[src/include/ooo_defines.svh]
`ifndef OOO_DEFINES_SVH
`define OOO_DEFINES_SVH

// data path and pc width
`define XLEN 32

// architectural destination register number
`define REG_W 5

// reorder buffer geometry
`define ROB_DEPTH 16
`define ROB_TAG_W 4

// multiplier pipeline stages
`define MUL_LAT 3

`endif

[src/design/ooo_pkg.sv]
`include "ooo_defines.svh"

package ooo_pkg;

    // every 3-bit code is a legal opcode
    typedef enum logic [2:0] {
        OP_ADD = 3'd0,
        OP_SUB = 3'd1,
        OP_AND = 3'd2,
        OP_OR  = 3'd3,
        OP_XOR = 3'd4,
        OP_SLT = 3'd5,
        OP_MUL = 3'd6,
        OP_BEQ = 3'd7
    } op_e;

    // life of one buffer entry
    typedef enum logic [1:0] {
        ENT_FREE   = 2'd0,
        ENT_ISSUED = 2'd1,
        ENT_DONE   = 2'd2
    } entry_state_e;

    // names a buffer entry
    typedef logic [`ROB_TAG_W-1:0] rob_tag_t;

endpackage

[src/design/ooo_ifs.sv]
`include "ooo_defines.svh"

// decode register to execute, one strobe per instruction
interface issue_if import ooo_pkg::*; ();
    logic             valid;
    op_e              op;
    rob_tag_t         tag;
    logic [`XLEN-1:0] a;
    logic [`XLEN-1:0] b;
    logic [`XLEN-1:0] taken_pc;
    logic [`XLEN-1:0] fall_pc;

    modport source (output valid, op, tag, a, b, taken_pc, fall_pc);
    modport sink   (input  valid, op, tag, a, b, taken_pc, fall_pc);
endinterface

// entry allocation, written at the edge where valid is high
interface alloc_if import ooo_pkg::*; ();
    logic              valid;
    op_e               op;
    logic [`REG_W-1:0] rd;
    logic [`XLEN-1:0]  pc;
    logic              pred;
    rob_tag_t          tag;
    logic              full;

    modport decode (output valid, op, rd, pc, pred, input  tag, full);
    modport buffer (input  valid, op, rd, pc, pred, output tag, full);
endinterface

// result writeback, no back-pressure
interface wb_if import ooo_pkg::*; ();
    logic             valid;
    rob_tag_t         tag;
    logic [`XLEN-1:0] data;
    logic             taken;
    logic [`XLEN-1:0] next_pc;

    modport source (output valid, tag, data, taken, next_pc);
    modport sink   (input  valid, tag, data, taken, next_pc);
endinterface

[src/design/issue_decode.sv]
`include "ooo_defines.svh"

module issue_decode import ooo_pkg::*; (
    input  logic              clk,
    input  logic              rst_n,
    input  logic              instr_valid,
    output logic              instr_ready,
    input  logic [2:0]        instr_op,
    input  logic [`REG_W-1:0] instr_rd,
    input  logic [`XLEN-1:0]  instr_a,
    input  logic [`XLEN-1:0]  instr_b,
    input  logic [`XLEN-1:0]  instr_imm,
    input  logic [`XLEN-1:0]  instr_pc,
    input  logic              instr_pred,
    input  logic              flush,
    alloc_if.decode           alloc,
    issue_if.source           issue
);

    op_e  dec_op;
    logic accept;

    // raw code maps one to one onto the enum
    assign dec_op = op_e'(instr_op);

    // stall while the buffer is full or a redirect is in progress
    assign instr_ready = !alloc.full && !flush;
    assign accept      = instr_valid && instr_ready;

    // entry is allocated at the accepting edge
    assign alloc.valid = accept;
    assign alloc.op    = dec_op;
    assign alloc.rd    = instr_rd;
    assign alloc.pc    = instr_pc;
    assign alloc.pred  = instr_pred;

    always_ff @(posedge clk) begin
        if (!rst_n || flush) begin
            issue.valid <= 1'b0;
        end else begin
            issue.valid <= accept;
        end
    end

    // payload follows the allocated tag into execute
    always_ff @(posedge clk) begin
        if (accept) begin
            issue.op  <= dec_op;
            issue.tag <= alloc.tag;
            issue.a   <= instr_a;
            issue.b   <= instr_b;
            // both branch targets ready before execute
            issue.taken_pc <= instr_pc + instr_imm;
            issue.fall_pc  <= instr_pc + `XLEN'd4;
        end
    end

endmodule

[src/design/exec_unit.sv]
`include "ooo_defines.svh"

module exec_unit import ooo_pkg::*; (
    input  logic    clk,
    input  logic    rst_n,
    input  logic    flush,
    issue_if.sink   issue,
    wb_if.source    alu_wb,
    wb_if.source    mul_wb
);

    logic [`XLEN-1:0] alu_res;
    logic             br_taken;
    logic             is_mul;

    // multiplier stages, index 0 is the first
    logic             mul_valid [`MUL_LAT];
    rob_tag_t         mul_tag   [`MUL_LAT];
    logic [`XLEN-1:0] mul_data  [`MUL_LAT];

    assign is_mul = (issue.op == OP_MUL);

    always_comb begin
        alu_res  = '0;
        br_taken = 1'b0;
        case (issue.op)
            OP_ADD: alu_res = issue.a + issue.b;
            OP_SUB: alu_res = issue.a - issue.b;
            OP_AND: alu_res = issue.a & issue.b;
            OP_OR:  alu_res = issue.a | issue.b;
            OP_XOR: alu_res = issue.a ^ issue.b;
            OP_SLT: alu_res = {{(`XLEN-1){1'b0}}, $signed(issue.a) < $signed(issue.b)};
            OP_BEQ: begin
                br_taken = (issue.a == issue.b);
                // branch reports its outcome as data
                alu_res  = {{(`XLEN-1){1'b0}}, br_taken};
            end
            default: alu_res = '0;
        endcase
    end

    // alu stage
    always_ff @(posedge clk) begin
        if (!rst_n || flush) begin
            alu_wb.valid <= 1'b0;
        end else begin
            alu_wb.valid <= issue.valid && !is_mul;
        end
    end

    always_ff @(posedge clk) begin
        alu_wb.tag     <= issue.tag;
        alu_wb.data    <= alu_res;
        alu_wb.taken   <= br_taken;
        alu_wb.next_pc <= br_taken ? issue.taken_pc : issue.fall_pc;
    end

    // multiplier valid bits
    always_ff @(posedge clk) begin
        if (!rst_n || flush) begin
            for (int i = 0; i < `MUL_LAT; i++) begin
                mul_valid[i] <= 1'b0;
            end
        end else begin
            mul_valid[0] <= issue.valid && is_mul;
            for (int i = 1; i < `MUL_LAT; i++) begin
                mul_valid[i] <= mul_valid[i-1];
            end
        end
    end

    // low half of the product, then carried down the pipe
    always_ff @(posedge clk) begin
        mul_tag[0]  <= issue.tag;
        mul_data[0] <= issue.a * issue.b;
        for (int i = 1; i < `MUL_LAT; i++) begin
            mul_tag[i]  <= mul_tag[i-1];
            mul_data[i] <= mul_data[i-1];
        end
    end

    assign mul_wb.valid   = mul_valid[`MUL_LAT-1];
    assign mul_wb.tag     = mul_tag[`MUL_LAT-1];
    assign mul_wb.data    = mul_data[`MUL_LAT-1];
    assign mul_wb.taken   = 1'b0;
    assign mul_wb.next_pc = '0;

    // buffer relies on the two ports never naming the same entry
    a_wb_tags_differ: assert property (@(posedge clk) disable iff (!rst_n)
        alu_wb.valid && mul_wb.valid |-> alu_wb.tag != mul_wb.tag);

endmodule

[src/design/reorder_buffer.sv]
`include "ooo_defines.svh"

module reorder_buffer import ooo_pkg::*; (
    input  logic              clk,
    input  logic              rst_n,
    alloc_if.buffer           alloc,
    wb_if.sink                alu_wb,
    wb_if.sink                mul_wb,
    output logic              flush,
    output logic              commit_valid,
    output logic [`REG_W-1:0] commit_rd,
    output logic [`XLEN-1:0]  commit_data,
    output logic [`XLEN-1:0]  commit_pc,
    output logic              redirect_valid,
    output logic [`XLEN-1:0]  redirect_pc
);

    entry_state_e      state   [`ROB_DEPTH];
    op_e               ent_op  [`ROB_DEPTH];
    logic [`REG_W-1:0] ent_rd  [`ROB_DEPTH];
    logic [`XLEN-1:0]  ent_pc  [`ROB_DEPTH];
    logic              ent_pred[`ROB_DEPTH];
    logic [`XLEN-1:0]  ent_data[`ROB_DEPTH];
    logic              ent_taken[`ROB_DEPTH];
    logic [`XLEN-1:0]  ent_next[`ROB_DEPTH];

    rob_tag_t            head;
    rob_tag_t            tail;
    logic [`ROB_TAG_W:0] count;

    logic commit_fire;
    logic head_mispredict;

    assign alloc.tag  = tail;
    assign alloc.full = (count == `ROB_DEPTH);

    assign commit_fire     = (state[head] == ENT_DONE);
    assign head_mispredict = (ent_op[head] == OP_BEQ) &&
                             (ent_taken[head] != ent_pred[head]);

    // control state is wiped on reset and in the flush cycle
    always_ff @(posedge clk) begin
        if (!rst_n || flush) begin
            for (int i = 0; i < `ROB_DEPTH; i++) begin
                state[i] <= ENT_FREE;
            end
            head           <= '0;
            tail           <= '0;
            count          <= '0;
            commit_valid   <= 1'b0;
            redirect_valid <= 1'b0;
            flush          <= 1'b0;
        end else begin
            if (alloc.valid) begin
                state[tail] <= ENT_ISSUED;
                tail        <= tail + 1'b1;
            end
            if (alu_wb.valid) begin
                state[alu_wb.tag] <= ENT_DONE;
            end
            if (mul_wb.valid) begin
                state[mul_wb.tag] <= ENT_DONE;
            end
            if (commit_fire) begin
                state[head] <= ENT_FREE;
                head        <= head + 1'b1;
            end
            count <= count + (`ROB_TAG_W+1)'(alloc.valid) - (`ROB_TAG_W+1)'(commit_fire);

            commit_valid   <= commit_fire;
            // wrong-path branch still commits, then everything younger goes
            redirect_valid <= commit_fire && head_mispredict;
            flush          <= commit_fire && head_mispredict;
        end
    end

    // entry payload
    always_ff @(posedge clk) begin
        if (alloc.valid) begin
            ent_op[tail]   <= alloc.op;
            ent_rd[tail]   <= alloc.rd;
            ent_pc[tail]   <= alloc.pc;
            ent_pred[tail] <= alloc.pred;
        end
        if (alu_wb.valid) begin
            ent_data[alu_wb.tag]  <= alu_wb.data;
            ent_taken[alu_wb.tag] <= alu_wb.taken;
            ent_next[alu_wb.tag]  <= alu_wb.next_pc;
        end
        if (mul_wb.valid) begin
            ent_data[mul_wb.tag]  <= mul_wb.data;
            ent_taken[mul_wb.tag] <= mul_wb.taken;
            ent_next[mul_wb.tag]  <= mul_wb.next_pc;
        end
    end

    // commit port payload
    always_ff @(posedge clk) begin
        if (commit_fire) begin
            commit_rd   <= (ent_op[head] == OP_BEQ) ? '0 : ent_rd[head];
            commit_data <= ent_data[head];
            commit_pc   <= ent_pc[head];
            redirect_pc <= ent_next[head];
        end
    end

    a_no_alloc_full: assert property (@(posedge clk) disable iff (!rst_n)
        alloc.valid |-> !alloc.full);

    // results in the flush cycle are dropped, so only check outside it
    a_alu_wb_issued: assert property (@(posedge clk) disable iff (!rst_n || flush)
        alu_wb.valid |-> state[alu_wb.tag] == ENT_ISSUED);

    a_mul_wb_issued: assert property (@(posedge clk) disable iff (!rst_n || flush)
        mul_wb.valid |-> state[mul_wb.tag] == ENT_ISSUED);

    // the redirect cycle is the flush cycle and no result survives it
    a_flush_redirect: assert property (@(posedge clk) disable iff (!rst_n)
        redirect_valid |-> flush ##1 !(flush || alu_wb.valid || mul_wb.valid));

endmodule

[src/design/ooo_core_top.sv]
`include "ooo_defines.svh"

module ooo_core_top (
    input  logic              clk,
    input  logic              rst_n,
    input  logic              instr_valid,
    output logic              instr_ready,
    input  logic [2:0]        instr_op,
    input  logic [`REG_W-1:0] instr_rd,
    input  logic [`XLEN-1:0]  instr_a,
    input  logic [`XLEN-1:0]  instr_b,
    input  logic [`XLEN-1:0]  instr_imm,
    input  logic [`XLEN-1:0]  instr_pc,
    input  logic              instr_pred,
    output logic              commit_valid,
    output logic [`REG_W-1:0] commit_rd,
    output logic [`XLEN-1:0]  commit_data,
    output logic [`XLEN-1:0]  commit_pc,
    output logic              redirect_valid,
    output logic [`XLEN-1:0]  redirect_pc
);

    logic flush;

    alloc_if alloc_bus ();
    issue_if issue_bus ();
    wb_if    alu_wb ();
    wb_if    mul_wb ();

    issue_decode u_decode (
        .clk         (clk),
        .rst_n       (rst_n),
        .instr_valid (instr_valid),
        .instr_ready (instr_ready),
        .instr_op    (instr_op),
        .instr_rd    (instr_rd),
        .instr_a     (instr_a),
        .instr_b     (instr_b),
        .instr_imm   (instr_imm),
        .instr_pc    (instr_pc),
        .instr_pred  (instr_pred),
        .flush       (flush),
        .alloc       (alloc_bus.decode),
        .issue       (issue_bus.source)
    );

    exec_unit u_exec (
        .clk    (clk),
        .rst_n  (rst_n),
        .flush  (flush),
        .issue  (issue_bus.sink),
        .alu_wb (alu_wb.source),
        .mul_wb (mul_wb.source)
    );

    reorder_buffer u_rob (
        .clk            (clk),
        .rst_n          (rst_n),
        .alloc          (alloc_bus.buffer),
        .alu_wb         (alu_wb.sink),
        .mul_wb         (mul_wb.sink),
        .flush          (flush),
        .commit_valid   (commit_valid),
        .commit_rd      (commit_rd),
        .commit_data    (commit_data),
        .commit_pc      (commit_pc),
        .redirect_valid (redirect_valid),
        .redirect_pc    (redirect_pc)
    );

endmodule

[config.mk]
export PLATFORM = sky130hd
export DESIGN_NAME = ooo_core_top
export DESIGN_NICKNAME = d
export VERILOG_FILES = /design/src/design/ooo_pkg.sv /design/src/design/ooo_ifs.sv /design/src/design/issue_decode.sv /design/src/design/exec_unit.sv /design/src/design/reorder_buffer.sv /design/src/design/ooo_core_top.sv
export VERILOG_INCLUDE_DIRS = /design/src /design/src/include
export SDC_FILE = /design/constraint.sdc
export NUM_CORES = 2
export LEC_CHECK = 0
export BUFFER_PORTS_ARGS = -buffer_cell sky130_fd_sc_hd__buf_2
export CAP_MARGIN = 10
export CORE_UTILIZATION = 30
export DETAILED_ROUTE_END_ITERATION = 10
export GPL_TIMING_DRIVEN = 0
export SYNTH_ARGS = -nofsm -noshare
export SYNTH_HDL_FRONTEND = slang
export SYNTH_SLANG_ARGS = --single-unit
[constraint.sdc]
create_clock -name clk -period 14.4 [get_ports clk]
set_input_delay 0.72 -clock clk [delete_from_list [all_inputs] [get_ports clk]]
set_output_delay 0.72 -clock clk [all_outputs]
set_load 0.01 [all_outputs]
==> impl_results.md <==
- Status: finished with violations
- Failing checks: DRC
- WL met2: 176000 µm
- Clk_lat worst skew: 0.96 ns
- Ys flop type: edfxtp_1
- Pins Over Slew Limit: 0
- Setup TNS: 0 ns
- CTS tree: yes
- Most Frequent Cell on Critical Path: fa_1
- Register bit total from synthesis: 2161
- Number of flops mapped to enable cells by yosys: 1404
- Critical Path Start: u_decode.issue.a[4]$_DFFE_PP_
- Met3 wire length: 37800 µm
- Buf/Inv on CP: 5
- Worst Max-Slew Pin Slew: 1.47 ns
- Wire length on met1: 147000 µm
- Vias in the first global route: 71400
- Final routed DRC violation total: 26
- Largest area contributor in the netlist: edfxtp_1
- Mapped cell area: 0.107 mm²
- RSZ-0062 raised after global routing: no
- WL/cell: 27.0 µm
- # setup viols final: 0
- First-pass GRT wire length: 532000 µm
- Critical path's top delay family: adder cells
- Final hold violation count: 0
- WS Path Type: flip-flop to flip-flop
- Drt pass-1 iters: 9
- Clock transition at path regs: 0.07 ns
- Wire length after detailed routing: 384000 µm
- Syn Inst Count: 8692
- Sequential share of the synthesized area: 53.4%
- Die area: 0.360 mm²
- Io pins: 244
- Crit path arrival time: 10.79 ns
- Hold Path Class: input pin to flip-flop
- Via count: 73600
- Antenna viol nets, final: 0
- Initial DRC Count: 8759
- Crit-path slowest cell: xnor2_1
- Setup bufs post-CTS: 0
- Part of the cycle the worst path needs: 70.0%
- IO buf count: 242
- Chip width: 600 µm
- Die height: 600 µm
- CP endpoint kind: flip-flop
- Syn Nets: 9509
- Post-synthesis cell type count: 78
- Relative slew margins: 1.93%
- Top cell type's share of synthesized area: 39.3%
- CP Launch Type: flip-flop
- Post-CTS Resized: 0
- Max_cap viols: 0
- Share of cells above drive strength 1: 17.9%
- CP endpoint: u_exec.mul_data[0][30]$_DFF_P_
- Clock Tree Buf Depth: 4
- Min-Delay Path Depth: 1
- Most frequent cells in the layout: 1793 x nand2_1, 1404 x edfxtp_1, 757 x dfxtp_1
- Clk sinks: 2161
- Clock root cell: clkbuf_16
- Commonest non-fill, non-tap cell in the layout: nand2_1
- Avg Inst Size Synth: 12.3 µm²
- Vias per inst: 5.16
- Total CTS buffers: 232
- Placer congestion estimate: 0.987
- Yosys warning count: 0
- FP Rows: 219
- Fill cells: 35000
- Grt total ovfl: 0
- Worst path depth: 25
- Post-route clock skew: 0.0739 ns
- Main area contributors after synthesis: edfxtp_1 39%, dfxtp_1 14%, mux4_2 11%
- Largest net degree at the start of global routing: 66
- Area Overhead vs Synth: 15.5%
- Required @ worst endpoint: 15.11 ns
- Max FO, Critical Path: 10
- Post-layout min period: 10.08 ns
- FF-to-FF Start: u_decode.issue.a[4]$_DFFE_PP_
- Reg2reg setup slack: 4.32 ns
- Nets@finish: 10100
- GRT Util Overall: 20.9%
- Place WS: 4.66 ns
- Top layer in use: met5
- H-tree depth: 4
- Reg2Reg Capture Point: u_exec.mul_data[0][30]$_DFF_P_
- Max Freq: 0.0992 GHz
- Initial Util: 30.2%
- Fin worst setup slack: 4.32 ns
- DP Wirelength: 273000 µm
- Asr flop ratio synth: 0%
- Initial antenna violation count: 50
- Reg2Reg Depth: 25
- Core Area: 0.356 mm²
- CP peak stage delay: 0.86 ns
layer usage:
metal / global-route usage (%) / vias to the layer above
met5: 0 / -
met4: 11.0 / 28
met1: 26.5 / 37300
li1: - / 31700
met2: 33.0 / 3767
met3: 4.97 / 784
metrics by stage:
| step | cells | hold WS, ns | util, % | area (µm²) |
|---|---|---|---|---|
| CTS | 14200 | 0.00939 | 34.7 | 124000 |
| global placement | 13700 | 0.310 | 32.2 | 114000 |
| detailed placement | 13700 | 0.312 | 32.5 | 115000 |
| floorplan | 8692 | 0.310 | - | 107000 |
| global route | 14200 | 0.0161 | 34.8 | 124000 |
| finish | 14300 | 0.0358 | 34.8 | 124000 |
cells in the mapped netlist (41+ instances only):
master and n:
a21oi_1 679, buf_1 132, nand3_1 65, fa_1 412
mux2_2 420, xnor2_1 114, edfxtp_1 1404, inv_1 538
dfxtp_1 757, o21ai_0 94, clkbuf_1 478, nor2_1 470
ha_1 265, nand2_1 1793, mux4_2 517, xor2_1 41
cells by family after synthesis:
| logic type | count (synthesis) | synth area share, % |
|---|---|---|
| muxes | 951 | 15.4 |
| and+or+nand+nor | 2534 | 9.43 |
| DFF | 2161 | 53.4 |
| buffers and inverters | 1177 | 4.14 |
| adders and majority gates | 677 | 10.8 |
| xor gates and xnor gates | 155 | 1.27 |
| AOI/OAI and AO/OA | 1037 | 5.54 |
cell type report:
class,instances,area [µm²],area share (%)
Sequential cell,2161,57300,46.3
Multi-Input combinational cell,5354,45500,36.8
Clock buffer,336,6730,5.44
Tap cell,4751,5940,4.80
Timing Repair Buffer,348,2760,2.23
Buffer,620,2360,1.91
Inverter,557,2110,1.70
Clock inverter,95,991,0.800
Antenna cell,30,75.1,0.0606
how the worst min path moves through the flow:
stage,startpoint,end,slack (ns)
final,instr_b[28],u_decode.issue.b[28]$_DFFE_PP_,0.04
after floorplan,u_exec.mul_data[0][0]$_DFF_P_,u_exec.mul_data[0][32]$_DFF_P_,0.31
after detailed placement,u_exec.mul_data[0][54]$_DFF_P_,u_exec.mul_data[0][86]$_DFF_P_,0.31
after global routing,instr_b[27],u_decode.issue.b[27]$_DFFE_PP_,0.02
after global placement,u_exec.mul_data[0][9]$_DFF_P_,u_exec.mul_data[0][41]$_DFF_P_,0.31
after CTS,instr_b[27],u_decode.issue.b[27]$_DFFE_PP_,0.009
what timing repair did:
item | CTS | global route
setup endpoints to repair | 0 | 0
endpoints found under the hold margin | 38 | 0
hold buffers | 38 | 0
worst reg2reg max path, stage by stage (launching register included):
cell	delay, ns
edfxtp_1	0.57
clkbuf_1	0.65
clkinv_1	0.67
clkbuf_1	0.54
nor2_1	0.29
fa_1	0.48
fa_1	0.47
fa_1	0.51
inv_1	0.05
fa_1	0.47
inv_1	0.04
ha_1	0.26
ha_1	0.32
fa_1	0.51
fa_1	0.42
ha_1	0.37
and3_1	0.21
nand3_1	0.09
nor3_1	0.55
o311ai_1	0.20
a21boi_0	0.28
o21ai_1	0.16
o21bai_1	0.44
a211o_1	0.33
a21oi_1	0.12
xnor2_1	0.86
flip-flops by register name, indices dropped and copies added, names as in the netlist, 48 cells and up, named ones only:
register / flops
u_rob.ent_data: 512
u_rob.ent_next: 512
u_rob.ent_pc: 512
u_exec.mul_data: 96
u_rob.ent_rd: 80
u_rob.ent_op: 48
Power is left out: the tool's default activity adds up to more than one toggle a clock period on the data nets, which glitch-free logic cannot reach.
